File: config.mk
export PLATFORM = sky130hd
export DESIGN_NAME = demo_soc_top
export DESIGN_NICKNAME = d
export VERILOG_FILES = /design/src/logic/soc_bus_pkg.sv /design/src/logic/bus_ctrl.sv /design/src/logic/gpio_regs.sv /design/src/logic/timer_regs.sv /design/src/logic/pwm_gen.sv /design/src/logic/demo_soc_top.sv
export SDC_FILE = /design/constraint.sdc
export NUM_CORES = 1
export LEC_CHECK = 0
export BUFFER_PORTS_ARGS = -buffer_cell sky130_fd_sc_hd__buf_2
export CAP_MARGIN = 20
export CORE_UTILIZATION = 50
export DETAILED_ROUTE_END_ITERATION = 6
export PLACE_DENSITY = 0.71
export SYNTH_ARGS = -nofsm -noshare
export SYNTH_HDL_FRONTEND = slang
export SYNTH_SLANG_ARGS = --single-unit
File: constraint.sdc
create_clock -name clk_sys_i -period 3.9 [get_ports clk_sys_i]
set_input_delay 0.585 -clock clk_sys_i [delete_from_list [all_inputs] [get_ports clk_sys_i]]
set_output_delay 0.585 -clock clk_sys_i [all_outputs]
set_load 0.03 [all_outputs]
File: src/logic/soc_bus_pkg.sv
// Bus widths, memory map and register offsets for the demo SoC peripherals
// Referenced by scoped name from every RTL file of the design
package soc_bus_pkg;

  localparam int BusDataWidth   = 32;                // Data and address
  localparam int BusBeWidth     = BusDataWidth / 8;  // One enable per byte
  localparam int RegOffsetWidth = 8;                 // Low address bits seen by peripherals

  // Memory map, each window given as base and mask
  localparam logic [BusDataWidth-1:0] RamStart   = 32'h0010_0000;
  localparam logic [BusDataWidth-1:0] RamMask    = 32'hFFFF_0000;  // 64 KiB

  localparam logic [BusDataWidth-1:0] GpioStart  = 32'h8000_0000;
  localparam logic [BusDataWidth-1:0] GpioMask   = 32'hFFFF_F000;  // 4 KiB

  localparam logic [BusDataWidth-1:0] TimerStart = 32'h8000_2000;
  localparam logic [BusDataWidth-1:0] TimerMask  = 32'hFFFF_F000;  // 4 KiB

  localparam logic [BusDataWidth-1:0] PwmStart   = 32'h8000_3000;
  localparam logic [BusDataWidth-1:0] PwmMask    = 32'hFFFF_F000;  // 4 KiB

  // GPIO registers
  localparam logic [RegOffsetWidth-1:0] GpioOutOffset = 8'h00;
  localparam logic [RegOffsetWidth-1:0] GpioInOffset  = 8'h04;

  // Timer registers, 64-bit values split in halves
  localparam logic [RegOffsetWidth-1:0] TimerTimeLoOffset = 8'h00;
  localparam logic [RegOffsetWidth-1:0] TimerTimeHiOffset = 8'h04;
  localparam logic [RegOffsetWidth-1:0] TimerCmpLoOffset  = 8'h08;
  localparam logic [RegOffsetWidth-1:0] TimerCmpHiOffset  = 8'h0C;

  // PWM period register
  // Duty register n sits at offset 4*n below this one
  localparam logic [RegOffsetWidth-1:0] PwmPeriodOffset = 8'h40;

  // Bus controller states
  typedef enum logic [1:0] {
    BusIdle,     // Ready to grant
    BusWaitInt,  // Internal or unmapped response due this cycle
    BusWaitRam   // Waiting on external memory
  } bus_state_e;

endpackage

File: src/logic/bus_ctrl.sv
// Single host bus controller with fixed address decode
// Grants one access at a time and returns exactly one response per grant
`timescale 1ns/10ps

module bus_ctrl (
  input  logic                                   clk_sys_i,
  input  logic                                   rst_sys_ni,
  // Host port
  input  logic                                   host_req_i,
  input  logic [soc_bus_pkg::BusDataWidth-1:0]   host_addr_i,
  input  logic                                   host_we_i,
  input  logic [soc_bus_pkg::BusBeWidth-1:0]     host_be_i,
  input  logic [soc_bus_pkg::BusDataWidth-1:0]   host_wdata_i,
  output logic                                   host_gnt_o,
  output logic                                   host_rvalid_o,
  output logic [soc_bus_pkg::BusDataWidth-1:0]   host_rdata_o,
  output logic                                   host_err_o,
  // External RAM port
  output logic                                   mem_req_o,
  output logic                                   mem_we_o,
  output logic [soc_bus_pkg::BusBeWidth-1:0]     mem_be_o,
  output logic [soc_bus_pkg::BusDataWidth-1:0]   mem_addr_o,
  output logic [soc_bus_pkg::BusDataWidth-1:0]   mem_wdata_o,
  input  logic                                   mem_rvalid_i,
  input  logic [soc_bus_pkg::BusDataWidth-1:0]   mem_rdata_i,
  // Peripheral register port
  output logic                                   gpio_req_o,
  output logic                                   timer_req_o,
  output logic                                   pwm_req_o,
  output logic                                   reg_we_o,
  output logic [soc_bus_pkg::BusBeWidth-1:0]     reg_be_o,
  output logic [soc_bus_pkg::RegOffsetWidth-1:0] reg_offset_o,
  output logic [soc_bus_pkg::BusDataWidth-1:0]   reg_wdata_o,
  input  logic [soc_bus_pkg::BusDataWidth-1:0]   gpio_rdata_i,
  input  logic [soc_bus_pkg::BusDataWidth-1:0]   timer_rdata_i,
  input  logic [soc_bus_pkg::BusDataWidth-1:0]   pwm_rdata_i
);

  soc_bus_pkg::bus_state_e state_q;
  soc_bus_pkg::bus_state_e state_d;

  logic ram_sel;
  logic gpio_sel;
  logic timer_sel;
  logic pwm_sel;
  logic unmapped;
  logic grant;

  // Target of the access in flight
  logic gpio_q;
  logic timer_q;
  logic pwm_q;
  logic unmapped_q;
  logic we_q;

  logic [soc_bus_pkg::BusDataWidth-1:0] int_rdata;

  assign ram_sel   = (host_addr_i & soc_bus_pkg::RamMask) == soc_bus_pkg::RamStart;
  assign gpio_sel  = (host_addr_i & soc_bus_pkg::GpioMask) == soc_bus_pkg::GpioStart;
  assign timer_sel = (host_addr_i & soc_bus_pkg::TimerMask) == soc_bus_pkg::TimerStart;
  assign pwm_sel   = (host_addr_i & soc_bus_pkg::PwmMask) == soc_bus_pkg::PwmStart;
  assign unmapped  = ~(ram_sel | gpio_sel | timer_sel | pwm_sel);

  assign grant      = host_req_i && (state_q == soc_bus_pkg::BusIdle);
  assign host_gnt_o = grant;

  always_comb begin
    state_d = state_q;
    case (state_q)
      soc_bus_pkg::BusIdle: begin
        if (grant) begin
          state_d = ram_sel ? soc_bus_pkg::BusWaitRam : soc_bus_pkg::BusWaitInt;
        end
      end
      soc_bus_pkg::BusWaitInt: state_d = soc_bus_pkg::BusIdle;  // Always answered here
      soc_bus_pkg::BusWaitRam: begin
        if (mem_rvalid_i) begin
          state_d = soc_bus_pkg::BusIdle;
        end
      end
      default: state_d = soc_bus_pkg::BusIdle;
    endcase
  end

  always_ff @(posedge clk_sys_i or negedge rst_sys_ni) begin
    if (!rst_sys_ni) begin
      state_q    <= soc_bus_pkg::BusIdle;
      gpio_q     <= 1'b0;
      timer_q    <= 1'b0;
      pwm_q      <= 1'b0;
      unmapped_q <= 1'b0;
      we_q       <= 1'b0;
    end else begin
      state_q <= state_d;
      if (grant) begin
        gpio_q     <= gpio_sel;
        timer_q    <= timer_sel;
        pwm_q      <= pwm_sel;
        unmapped_q <= unmapped;
        we_q       <= host_we_i;
      end
    end
  end

  // RAM request is a single pulse in the grant cycle
  assign mem_req_o   = grant & ram_sel;
  assign mem_we_o    = host_we_i;
  assign mem_be_o    = host_be_i;
  assign mem_addr_o  = host_addr_i;
  assign mem_wdata_o = host_wdata_i;

  assign gpio_req_o   = grant & gpio_sel;
  assign timer_req_o  = grant & timer_sel;
  assign pwm_req_o    = grant & pwm_sel;
  assign reg_we_o     = host_we_i;
  assign reg_be_o     = host_be_i;
  assign reg_offset_o = host_addr_i[soc_bus_pkg::RegOffsetWidth-1:0];
  assign reg_wdata_o  = host_wdata_i;

  // Unmapped accesses fall through to zero
  always_comb begin
    int_rdata = '0;
    if (gpio_q) begin
      int_rdata = gpio_rdata_i;
    end else if (timer_q) begin
      int_rdata = timer_rdata_i;
    end else if (pwm_q) begin
      int_rdata = pwm_rdata_i;
    end
  end

  assign host_rvalid_o = (state_q == soc_bus_pkg::BusWaitInt) ||
                         ((state_q == soc_bus_pkg::BusWaitRam) && mem_rvalid_i);
  assign host_err_o    = (state_q == soc_bus_pkg::BusWaitInt) && unmapped_q;

  always_comb begin
    host_rdata_o = '0;
    if (host_rvalid_o && !we_q) begin  // Writes answer with zero
      host_rdata_o = (state_q == soc_bus_pkg::BusWaitRam) ? mem_rdata_i : int_rdata;
    end
  end

endmodule

File: src/logic/gpio_regs.sv
// GPIO block with a byte-writable output register and synchronized inputs
// Read data is registered and valid the cycle after the request
`timescale 1ns/10ps

module gpio_regs #(
  parameter int GpiWidth = 8,
  parameter int GpoWidth = 16
) (
  input  logic                                   clk_sys_i,
  input  logic                                   rst_sys_ni,
  input  logic                                   req_i,
  input  logic                                   we_i,
  input  logic [soc_bus_pkg::BusBeWidth-1:0]     be_i,
  input  logic [soc_bus_pkg::RegOffsetWidth-1:0] offset_i,
  input  logic [soc_bus_pkg::BusDataWidth-1:0]   wdata_i,
  output logic [soc_bus_pkg::BusDataWidth-1:0]   rdata_o,
  input  logic [GpiWidth-1:0]                    gp_i,
  output logic [GpoWidth-1:0]                    gp_o
);

  logic                wr_out;
  logic [GpiWidth-1:0] gpi_meta_q;  // First sync stage
  logic [GpiWidth-1:0] gpi_sync_q;

  assign wr_out = req_i && we_i && (offset_i == soc_bus_pkg::GpioOutOffset);

  always_ff @(posedge clk_sys_i or negedge rst_sys_ni) begin
    if (!rst_sys_ni) begin
      gp_o       <= '0;
      gpi_meta_q <= '0;
      gpi_sync_q <= '0;
    end else begin
      gpi_meta_q <= gp_i;
      gpi_sync_q <= gpi_meta_q;
      if (wr_out) begin
        for (int i = 0; i < GpoWidth; i++) begin
          if (be_i[i/8]) begin
            gp_o[i] <= wdata_i[i];
          end
        end
      end
    end
  end

  // Value before any write in the same cycle
  always_ff @(posedge clk_sys_i) begin
    if (req_i) begin
      rdata_o <= '0;
      if (offset_i == soc_bus_pkg::GpioOutOffset) begin
        rdata_o[GpoWidth-1:0] <= gp_o;
      end else if (offset_i == soc_bus_pkg::GpioInOffset) begin
        rdata_o[GpiWidth-1:0] <= gpi_sync_q;
      end
    end
  end

endmodule

File: src/logic/timer_regs.sv
// Machine timer with 64-bit mtime and mtimecmp accessed in 32-bit halves
// Interrupt level is high while mtime is at or past mtimecmp
`timescale 1ns/10ps

module timer_regs (
  input  logic                                   clk_sys_i,
  input  logic                                   rst_sys_ni,
  input  logic                                   req_i,
  input  logic                                   we_i,
  input  logic [soc_bus_pkg::BusBeWidth-1:0]     be_i,
  input  logic [soc_bus_pkg::RegOffsetWidth-1:0] offset_i,
  input  logic [soc_bus_pkg::BusDataWidth-1:0]   wdata_i,
  output logic [soc_bus_pkg::BusDataWidth-1:0]   rdata_o,
  output logic                                   timer_irq_o
);

  logic        wr_en;
  logic [63:0] mtime_q;
  logic [63:0] mtime_d;
  logic [63:0] mtimecmp_q;
  logic [63:0] mtimecmp_d;

  // Replace only the enabled bytes of one half
  function automatic logic [31:0] merge_be(input logic [31:0] old_val,
                                           input logic [31:0] new_val,
                                           input logic [3:0]  be);
    logic [31:0] res;
    res = old_val;
    for (int b = 0; b < soc_bus_pkg::BusBeWidth; b++) begin
      if (be[b]) begin
        res[8*b +: 8] = new_val[8*b +: 8];
      end
    end
    return res;
  endfunction

  assign wr_en = req_i && we_i;

  always_comb begin
    mtime_d    = mtime_q + 64'd1;  // Free running
    mtimecmp_d = mtimecmp_q;
    if (wr_en) begin
      case (offset_i)
        soc_bus_pkg::TimerTimeLoOffset: mtime_d[31:0]     = merge_be(mtime_q[31:0], wdata_i, be_i);
        soc_bus_pkg::TimerTimeHiOffset: mtime_d[63:32]    = merge_be(mtime_q[63:32], wdata_i, be_i);
        soc_bus_pkg::TimerCmpLoOffset:  mtimecmp_d[31:0]  = merge_be(mtimecmp_q[31:0], wdata_i, be_i);
        soc_bus_pkg::TimerCmpHiOffset:  mtimecmp_d[63:32] = merge_be(mtimecmp_q[63:32], wdata_i, be_i);
        default: ;
      endcase
    end
  end

  always_ff @(posedge clk_sys_i or negedge rst_sys_ni) begin
    if (!rst_sys_ni) begin
      mtime_q     <= '0;
      mtimecmp_q  <= '1;  // No interrupt until software sets a compare
      timer_irq_o <= 1'b0;
    end else begin
      mtime_q     <= mtime_d;
      mtimecmp_q  <= mtimecmp_d;
      timer_irq_o <= mtime_q >= mtimecmp_q;
    end
  end

  always_ff @(posedge clk_sys_i) begin
    if (req_i) begin
      case (offset_i)
        soc_bus_pkg::TimerTimeLoOffset: rdata_o <= mtime_q[31:0];
        soc_bus_pkg::TimerTimeHiOffset: rdata_o <= mtime_q[63:32];
        soc_bus_pkg::TimerCmpLoOffset:  rdata_o <= mtimecmp_q[31:0];
        soc_bus_pkg::TimerCmpHiOffset:  rdata_o <= mtimecmp_q[63:32];
        default:                        rdata_o <= '0;
      endcase
    end
  end

endmodule

File: src/logic/pwm_gen.sv
// PWM bank sharing one counter that wraps at the period register
// Channel n is high while the counter is below its duty value
`timescale 1ns/10ps

module pwm_gen #(
  parameter int PwmWidth   = 4,
  parameter int PwmCtrSize = 8
) (
  input  logic                                   clk_sys_i,
  input  logic                                   rst_sys_ni,
  input  logic                                   req_i,
  input  logic                                   we_i,
  input  logic [soc_bus_pkg::BusBeWidth-1:0]     be_i,
  input  logic [soc_bus_pkg::RegOffsetWidth-1:0] offset_i,
  input  logic [soc_bus_pkg::BusDataWidth-1:0]   wdata_i,
  output logic [soc_bus_pkg::BusDataWidth-1:0]   rdata_o,
  output logic [PwmWidth-1:0]                    pwm_o
);

  logic                  wr_en;
  logic [PwmCtrSize-1:0] ctr_q;
  logic [PwmCtrSize-1:0] period_q;
  logic [PwmCtrSize-1:0] duty_q [PwmWidth];

  assign wr_en = req_i && we_i;

  always_ff @(posedge clk_sys_i or negedge rst_sys_ni) begin
    if (!rst_sys_ni) begin
      ctr_q    <= '0;
      period_q <= '0;
      pwm_o    <= '0;
      for (int n = 0; n < PwmWidth; n++) begin
        duty_q[n] <= '0;
      end
    end else begin
      ctr_q <= (ctr_q == period_q) ? '0 : ctr_q + 1'b1;  // Counts 0 to period
      for (int n = 0; n < PwmWidth; n++) begin
        pwm_o[n] <= ctr_q < duty_q[n];
      end
      if (wr_en) begin
        for (int i = 0; i < PwmCtrSize; i++) begin
          if (be_i[i/8] && offset_i == soc_bus_pkg::PwmPeriodOffset) begin
            period_q[i] <= wdata_i[i];
          end
          for (int n = 0; n < PwmWidth; n++) begin
            if (be_i[i/8] && int'(offset_i) == 4 * n) begin
              duty_q[n][i] <= wdata_i[i];
            end
          end
        end
      end
    end
  end

  always_ff @(posedge clk_sys_i) begin
    if (req_i) begin
      rdata_o <= '0;
      if (offset_i == soc_bus_pkg::PwmPeriodOffset) begin
        rdata_o[PwmCtrSize-1:0] <= period_q;
      end
      for (int n = 0; n < PwmWidth; n++) begin
        if (int'(offset_i) == 4 * n) begin
          rdata_o[PwmCtrSize-1:0] <= duty_q[n];
        end
      end
    end
  end

endmodule

File: src/logic/demo_soc_top.sv
// Top level of the demo SoC peripheral side
// Connects the host port to the bus controller, the RAM port and the peripherals
`timescale 1ns/10ps

module demo_soc_top #(
  parameter int GpiWidth   = 8,
  parameter int GpoWidth   = 16,
  parameter int PwmWidth   = 4,
  parameter int PwmCtrSize = 8
) (
  input  logic                                 clk_sys_i,
  input  logic                                 rst_sys_ni,
  // Host port
  input  logic                                 host_req_i,
  input  logic [soc_bus_pkg::BusDataWidth-1:0] host_addr_i,
  input  logic                                 host_we_i,
  input  logic [soc_bus_pkg::BusBeWidth-1:0]   host_be_i,
  input  logic [soc_bus_pkg::BusDataWidth-1:0] host_wdata_i,
  output logic                                 host_gnt_o,
  output logic                                 host_rvalid_o,
  output logic [soc_bus_pkg::BusDataWidth-1:0] host_rdata_o,
  output logic                                 host_err_o,
  // External RAM
  output logic                                 mem_req_o,
  output logic                                 mem_we_o,
  output logic [soc_bus_pkg::BusBeWidth-1:0]   mem_be_o,
  output logic [soc_bus_pkg::BusDataWidth-1:0] mem_addr_o,
  output logic [soc_bus_pkg::BusDataWidth-1:0] mem_wdata_o,
  input  logic                                 mem_rvalid_i,
  input  logic [soc_bus_pkg::BusDataWidth-1:0] mem_rdata_i,
  // Pins and interrupt
  input  logic [GpiWidth-1:0]                  gp_i,
  output logic [GpoWidth-1:0]                  gp_o,
  output logic [PwmWidth-1:0]                  pwm_o,
  output logic                                 timer_irq_o
);

  logic                                   gpio_req;
  logic                                   timer_req;
  logic                                   pwm_req;
  logic                                   reg_we;
  logic [soc_bus_pkg::BusBeWidth-1:0]     reg_be;
  logic [soc_bus_pkg::RegOffsetWidth-1:0] reg_offset;
  logic [soc_bus_pkg::BusDataWidth-1:0]   reg_wdata;
  logic [soc_bus_pkg::BusDataWidth-1:0]   gpio_rdata;
  logic [soc_bus_pkg::BusDataWidth-1:0]   timer_rdata;
  logic [soc_bus_pkg::BusDataWidth-1:0]   pwm_rdata;

  bus_ctrl bus_ctrl_inst (
    .clk_sys_i     (clk_sys_i),
    .rst_sys_ni    (rst_sys_ni),
    .host_req_i    (host_req_i),
    .host_addr_i   (host_addr_i),
    .host_we_i     (host_we_i),
    .host_be_i     (host_be_i),
    .host_wdata_i  (host_wdata_i),
    .host_gnt_o    (host_gnt_o),
    .host_rvalid_o (host_rvalid_o),
    .host_rdata_o  (host_rdata_o),
    .host_err_o    (host_err_o),
    .mem_req_o     (mem_req_o),
    .mem_we_o      (mem_we_o),
    .mem_be_o      (mem_be_o),
    .mem_addr_o    (mem_addr_o),
    .mem_wdata_o   (mem_wdata_o),
    .mem_rvalid_i  (mem_rvalid_i),
    .mem_rdata_i   (mem_rdata_i),
    .gpio_req_o    (gpio_req),
    .timer_req_o   (timer_req),
    .pwm_req_o     (pwm_req),
    .reg_we_o      (reg_we),
    .reg_be_o      (reg_be),
    .reg_offset_o  (reg_offset),
    .reg_wdata_o   (reg_wdata),
    .gpio_rdata_i  (gpio_rdata),
    .timer_rdata_i (timer_rdata),
    .pwm_rdata_i   (pwm_rdata)
  );

  gpio_regs #(
    .GpiWidth (GpiWidth),
    .GpoWidth (GpoWidth)
  ) gpio_regs_inst (
    .clk_sys_i  (clk_sys_i),
    .rst_sys_ni (rst_sys_ni),
    .req_i      (gpio_req),
    .we_i       (reg_we),
    .be_i       (reg_be),
    .offset_i   (reg_offset),
    .wdata_i    (reg_wdata),
    .rdata_o    (gpio_rdata),
    .gp_i       (gp_i),
    .gp_o       (gp_o)
  );

  timer_regs timer_regs_inst (
    .clk_sys_i   (clk_sys_i),
    .rst_sys_ni  (rst_sys_ni),
    .req_i       (timer_req),
    .we_i        (reg_we),
    .be_i        (reg_be),
    .offset_i    (reg_offset),
    .wdata_i     (reg_wdata),
    .rdata_o     (timer_rdata),
    .timer_irq_o (timer_irq_o)
  );

  pwm_gen #(
    .PwmWidth   (PwmWidth),
    .PwmCtrSize (PwmCtrSize)
  ) pwm_gen_inst (
    .clk_sys_i  (clk_sys_i),
    .rst_sys_ni (rst_sys_ni),
    .req_i      (pwm_req),
    .we_i       (reg_we),
    .be_i       (reg_be),
    .offset_i   (reg_offset),
    .wdata_i    (reg_wdata),
    .rdata_o    (pwm_rdata),
    .pwm_o      (pwm_o)
  );

endmodule

==> flow_summary.yaml <==
status:
  status: "completed"
logic_synthesis:
  syn_avg_cell_area_um2: 10.5
  synth.distinct_cells: 78
  syn_nets: 1794
  synth_cells: 1587
  synthTopCellsByCount: "156 x dfrtp_1, 117 x inv_1, 114 x mux2_2"
  synth_edf_count: 56
  synth_area_leaders: "dfrtp_1 23%, dfstp_2 10%, edfxtp_1 10%, mux2_2 7.7%, ha_1 7.0%"
  synth_top_area_frac: 0.233
  yosysWarnings: 0
  ys_ff_latch: 276
  syn_area_mm2: 0.0167
  yosysMostFrequentCell: "dfrtp_1"
  yosys.area.top_type: "dfrtp_1"
  synthArstFlopShare: 0.797
  synth_ff_type: "dfrtp_1"
  synth_seq_area_share: 0.434
sta:
  rsz0062_at_grt: "no"
  layout_min_cycle_time_ps: 3500
  clock.fmax_ghz: 0.285
  skew_ps: 9.09
  finalMaxSlewViolations: 0
  hold_viol: 0
  tns_ps: 0
  slew_headroom: 0.315
  fin_crit_sh: 0.899
  setup_violations: 0
  setup_slack_ps: 396
  worst_pin_slew_ps: 1020
route:
  via_per_inst: 6.20
  wl_met3_mm: 3.70
  drc: 0
  first_pass_iters: 6
  wirelength_met1_mm: 21.3
  wl_per_cell_um: 22.3
  vias: 13718
  wl_met2_mm: 22.9
  drtIter0Drc: 1544
  routed.top_layer: "met5"
  wl_mm: 49.3
  ant_nets: 0
cells_and_area:
  design_area_mm2: 0.0190
  final_nets: 1952
  final_cells: 2211
  synthToLayoutAreaGrowth_pct: 13.3
  diodes: 0
  fillers: 2762
  drive_gt1_frac: 0.318
global_routing:
  grt_use_total: 0.291
  grt_pass1_vias: 13441
  grt_max_degree: 117
  grt_pass1_wl_mm: 76.5
  grt-ovfl-total: 0
  antenna_found_initial: 1
clock_network:
  cts_tree: "done"
  cts_sinks: 276
  cts_buffer_depth: 3
  postCtsHoldBufs: 0
  cts.htree.levels: 1
  cts_root_buffer: "clkbuf_16"
  post_cts_buffers: 0
  path_clk_slew_ps: 60
  cts.repair.resized: 0
  clk_latency_ps: 570
  cts_made_buffers: 30
place:
  place_area_mm2: 0.0180
  place_inst: 2155
  port_buffers: 230
  post-place-ws_ps: 660
  hpwl_mm: 36.6
  gp_congestion: 0.943
die:
  design.core.area_mm2: 0.0327
  initial_utilization: 0.512
  dieHeight_um: 185
  fp.dieW_um: 185
  num_rows: 66
  dieArea_mm2: 0.0342
  io_pins: 239
power:
  p_total_uw: 6240
  leakage_uw: 0.00815
  powerDensity_mw_per_mm2: 329
  peakVddDrop_mv: 0.348
setup_path:
  critPathKind: "flip-flop to primary output"
  start_kind: "flip-flop"
  worstPathRequired_ps: 3310
  arrival_ps: 2920
  cp-end-kind: "primary output"
  cp_max_fo: 19
job:
  cap_violations: 0
hold_path:
  hp-class: "input port to asynchronous set/reset pin"
==> cell type report <==
type / instances / area, um^2 / share of cell area
Multi-Input combinational cell: 1053 / 8220 / 0.434
Sequential cell: 276 / 7270 / 0.383
Timing Repair Buffer: 267 / 1480 / 0.0779
Clock buffer: 35 / 779 / 0.0411
Tap cell: 442 / 553 / 0.0292
Inverter: 117 / 439 / 0.0232
Clock inverter: 21 / 224 / 0.0118
==> layout by cell type, fill, tap and decap left out, types with 34 or more instances in the layout <==
cell and count:
ha_1 94, mux2_2 114, nand2_1 85, nor2_1 88
dfstp_2 64, buf_4 34, dfrtp_1 156, and2_1 46
edfxtp_1 56, a21o_1 36, nor3_1 43, buf_2 229
o21ai_0 47, inv_1 117, a21oi_1 62, nand3_1 55
==> state kept, by name, indices dropped and copies added (netlist names), 4 cells and up <==
name	count
pwm_gen_inst.ctr_q	8
timer_regs_inst.rdata_o	32
pwm_gen_inst.duty_q	32
pwm_gen_inst.pwm_o	4
gpio_regs_inst.gpi_meta_q	8
pwm_gen_inst.rdata_o	8
gpio_regs_inst.gpi_sync_q	8
timer_regs_inst.mtime_q	64
pwm_gen_inst.period_q	8
gpio_regs_inst.gp_o	16
gpio_regs_inst.rdata_o	16
timer_regs_inst.mtimecmp_q	64
==> metrics by stage <==
step / utilization / hold slack [ps]
after floorplan: - / 289
after global placement: 0.549 / 334
after detailed placement: 0.549 / 335
after CTS: 0.580 / 100
after global routing: 0.580 / 111
final: 0.580 / 84.4
==> worst max-delay path, stage by stage, from the launching register on <==
cell	delay, ps
dfrtp_1	640
nor2b_1	660
buf_4	290
nor2b_1	140
buf_4	210
a22oi_1	90
nor2_1	110
buf_2	210
==> kinds of logic (layout without fill, tap and decap cells) <==
family / count (synthesis) / count (layout) / share of synthesized area
muxes: 161 / 161 / 0.129
AOI/OAI and AO/OA: 332 / 332 / 0.142
xor gates and xnor gates: 14 / 14 / 0.00733
buffers and inverters: 258 / 440 / 0.0754
DFF: 276 / 276 / 0.434
adders and majority gates: 94 / 94 / 0.0703
and+or+nand+nor: 452 / 452 / 0.142
==> report_power, final <==
group	switching (uW)	internal, uW	total (uW)
registers	4.40	2950	2950
clock network	1200	1700	2900
logic	281	106	387
total	1490	4750	6240
==> path summary, 6_finish.rpt <==
| kind | slack, ps | to | cells past startpoint | startpoint |
|---|---|---|---|---|
| worst max-delay path | 400 | host_rdata_o[17] | 7 | bus_ctrl_inst.gpio_q |
| worst min-delay path | 80 | pwm_gen_inst.pwm_o[0] | 1 | rst_sys_ni |
| max in group asynchronous | 2890 | timer_regs_inst.mtimecmp_q[50] | 2 | rst_sys_ni |
| worst max register to register | 830 | timer_regs_inst.mtime_q[22] | 8 | timer_regs_inst.mtime_q[0] |
| worst min register to register | 350 | gpio_regs_inst.gpi_sync_q[6] | 0 | gpio_regs_inst.gpi_meta_q[6] |
| min in group clk_sys_i | 120 | gpio_regs_inst.gpi_meta_q[4] | 1 | gp_i[4] |
==> per-layer routing <==
layer / track usage / up-vias
met4: 0.0979 / 2
met1: 0.405 / 6807
li1: - / 6163
met3: 0.0407 / 119
met5: 0 / -
met2: 0.466 / 627
(Power assumes the default switching activity.)
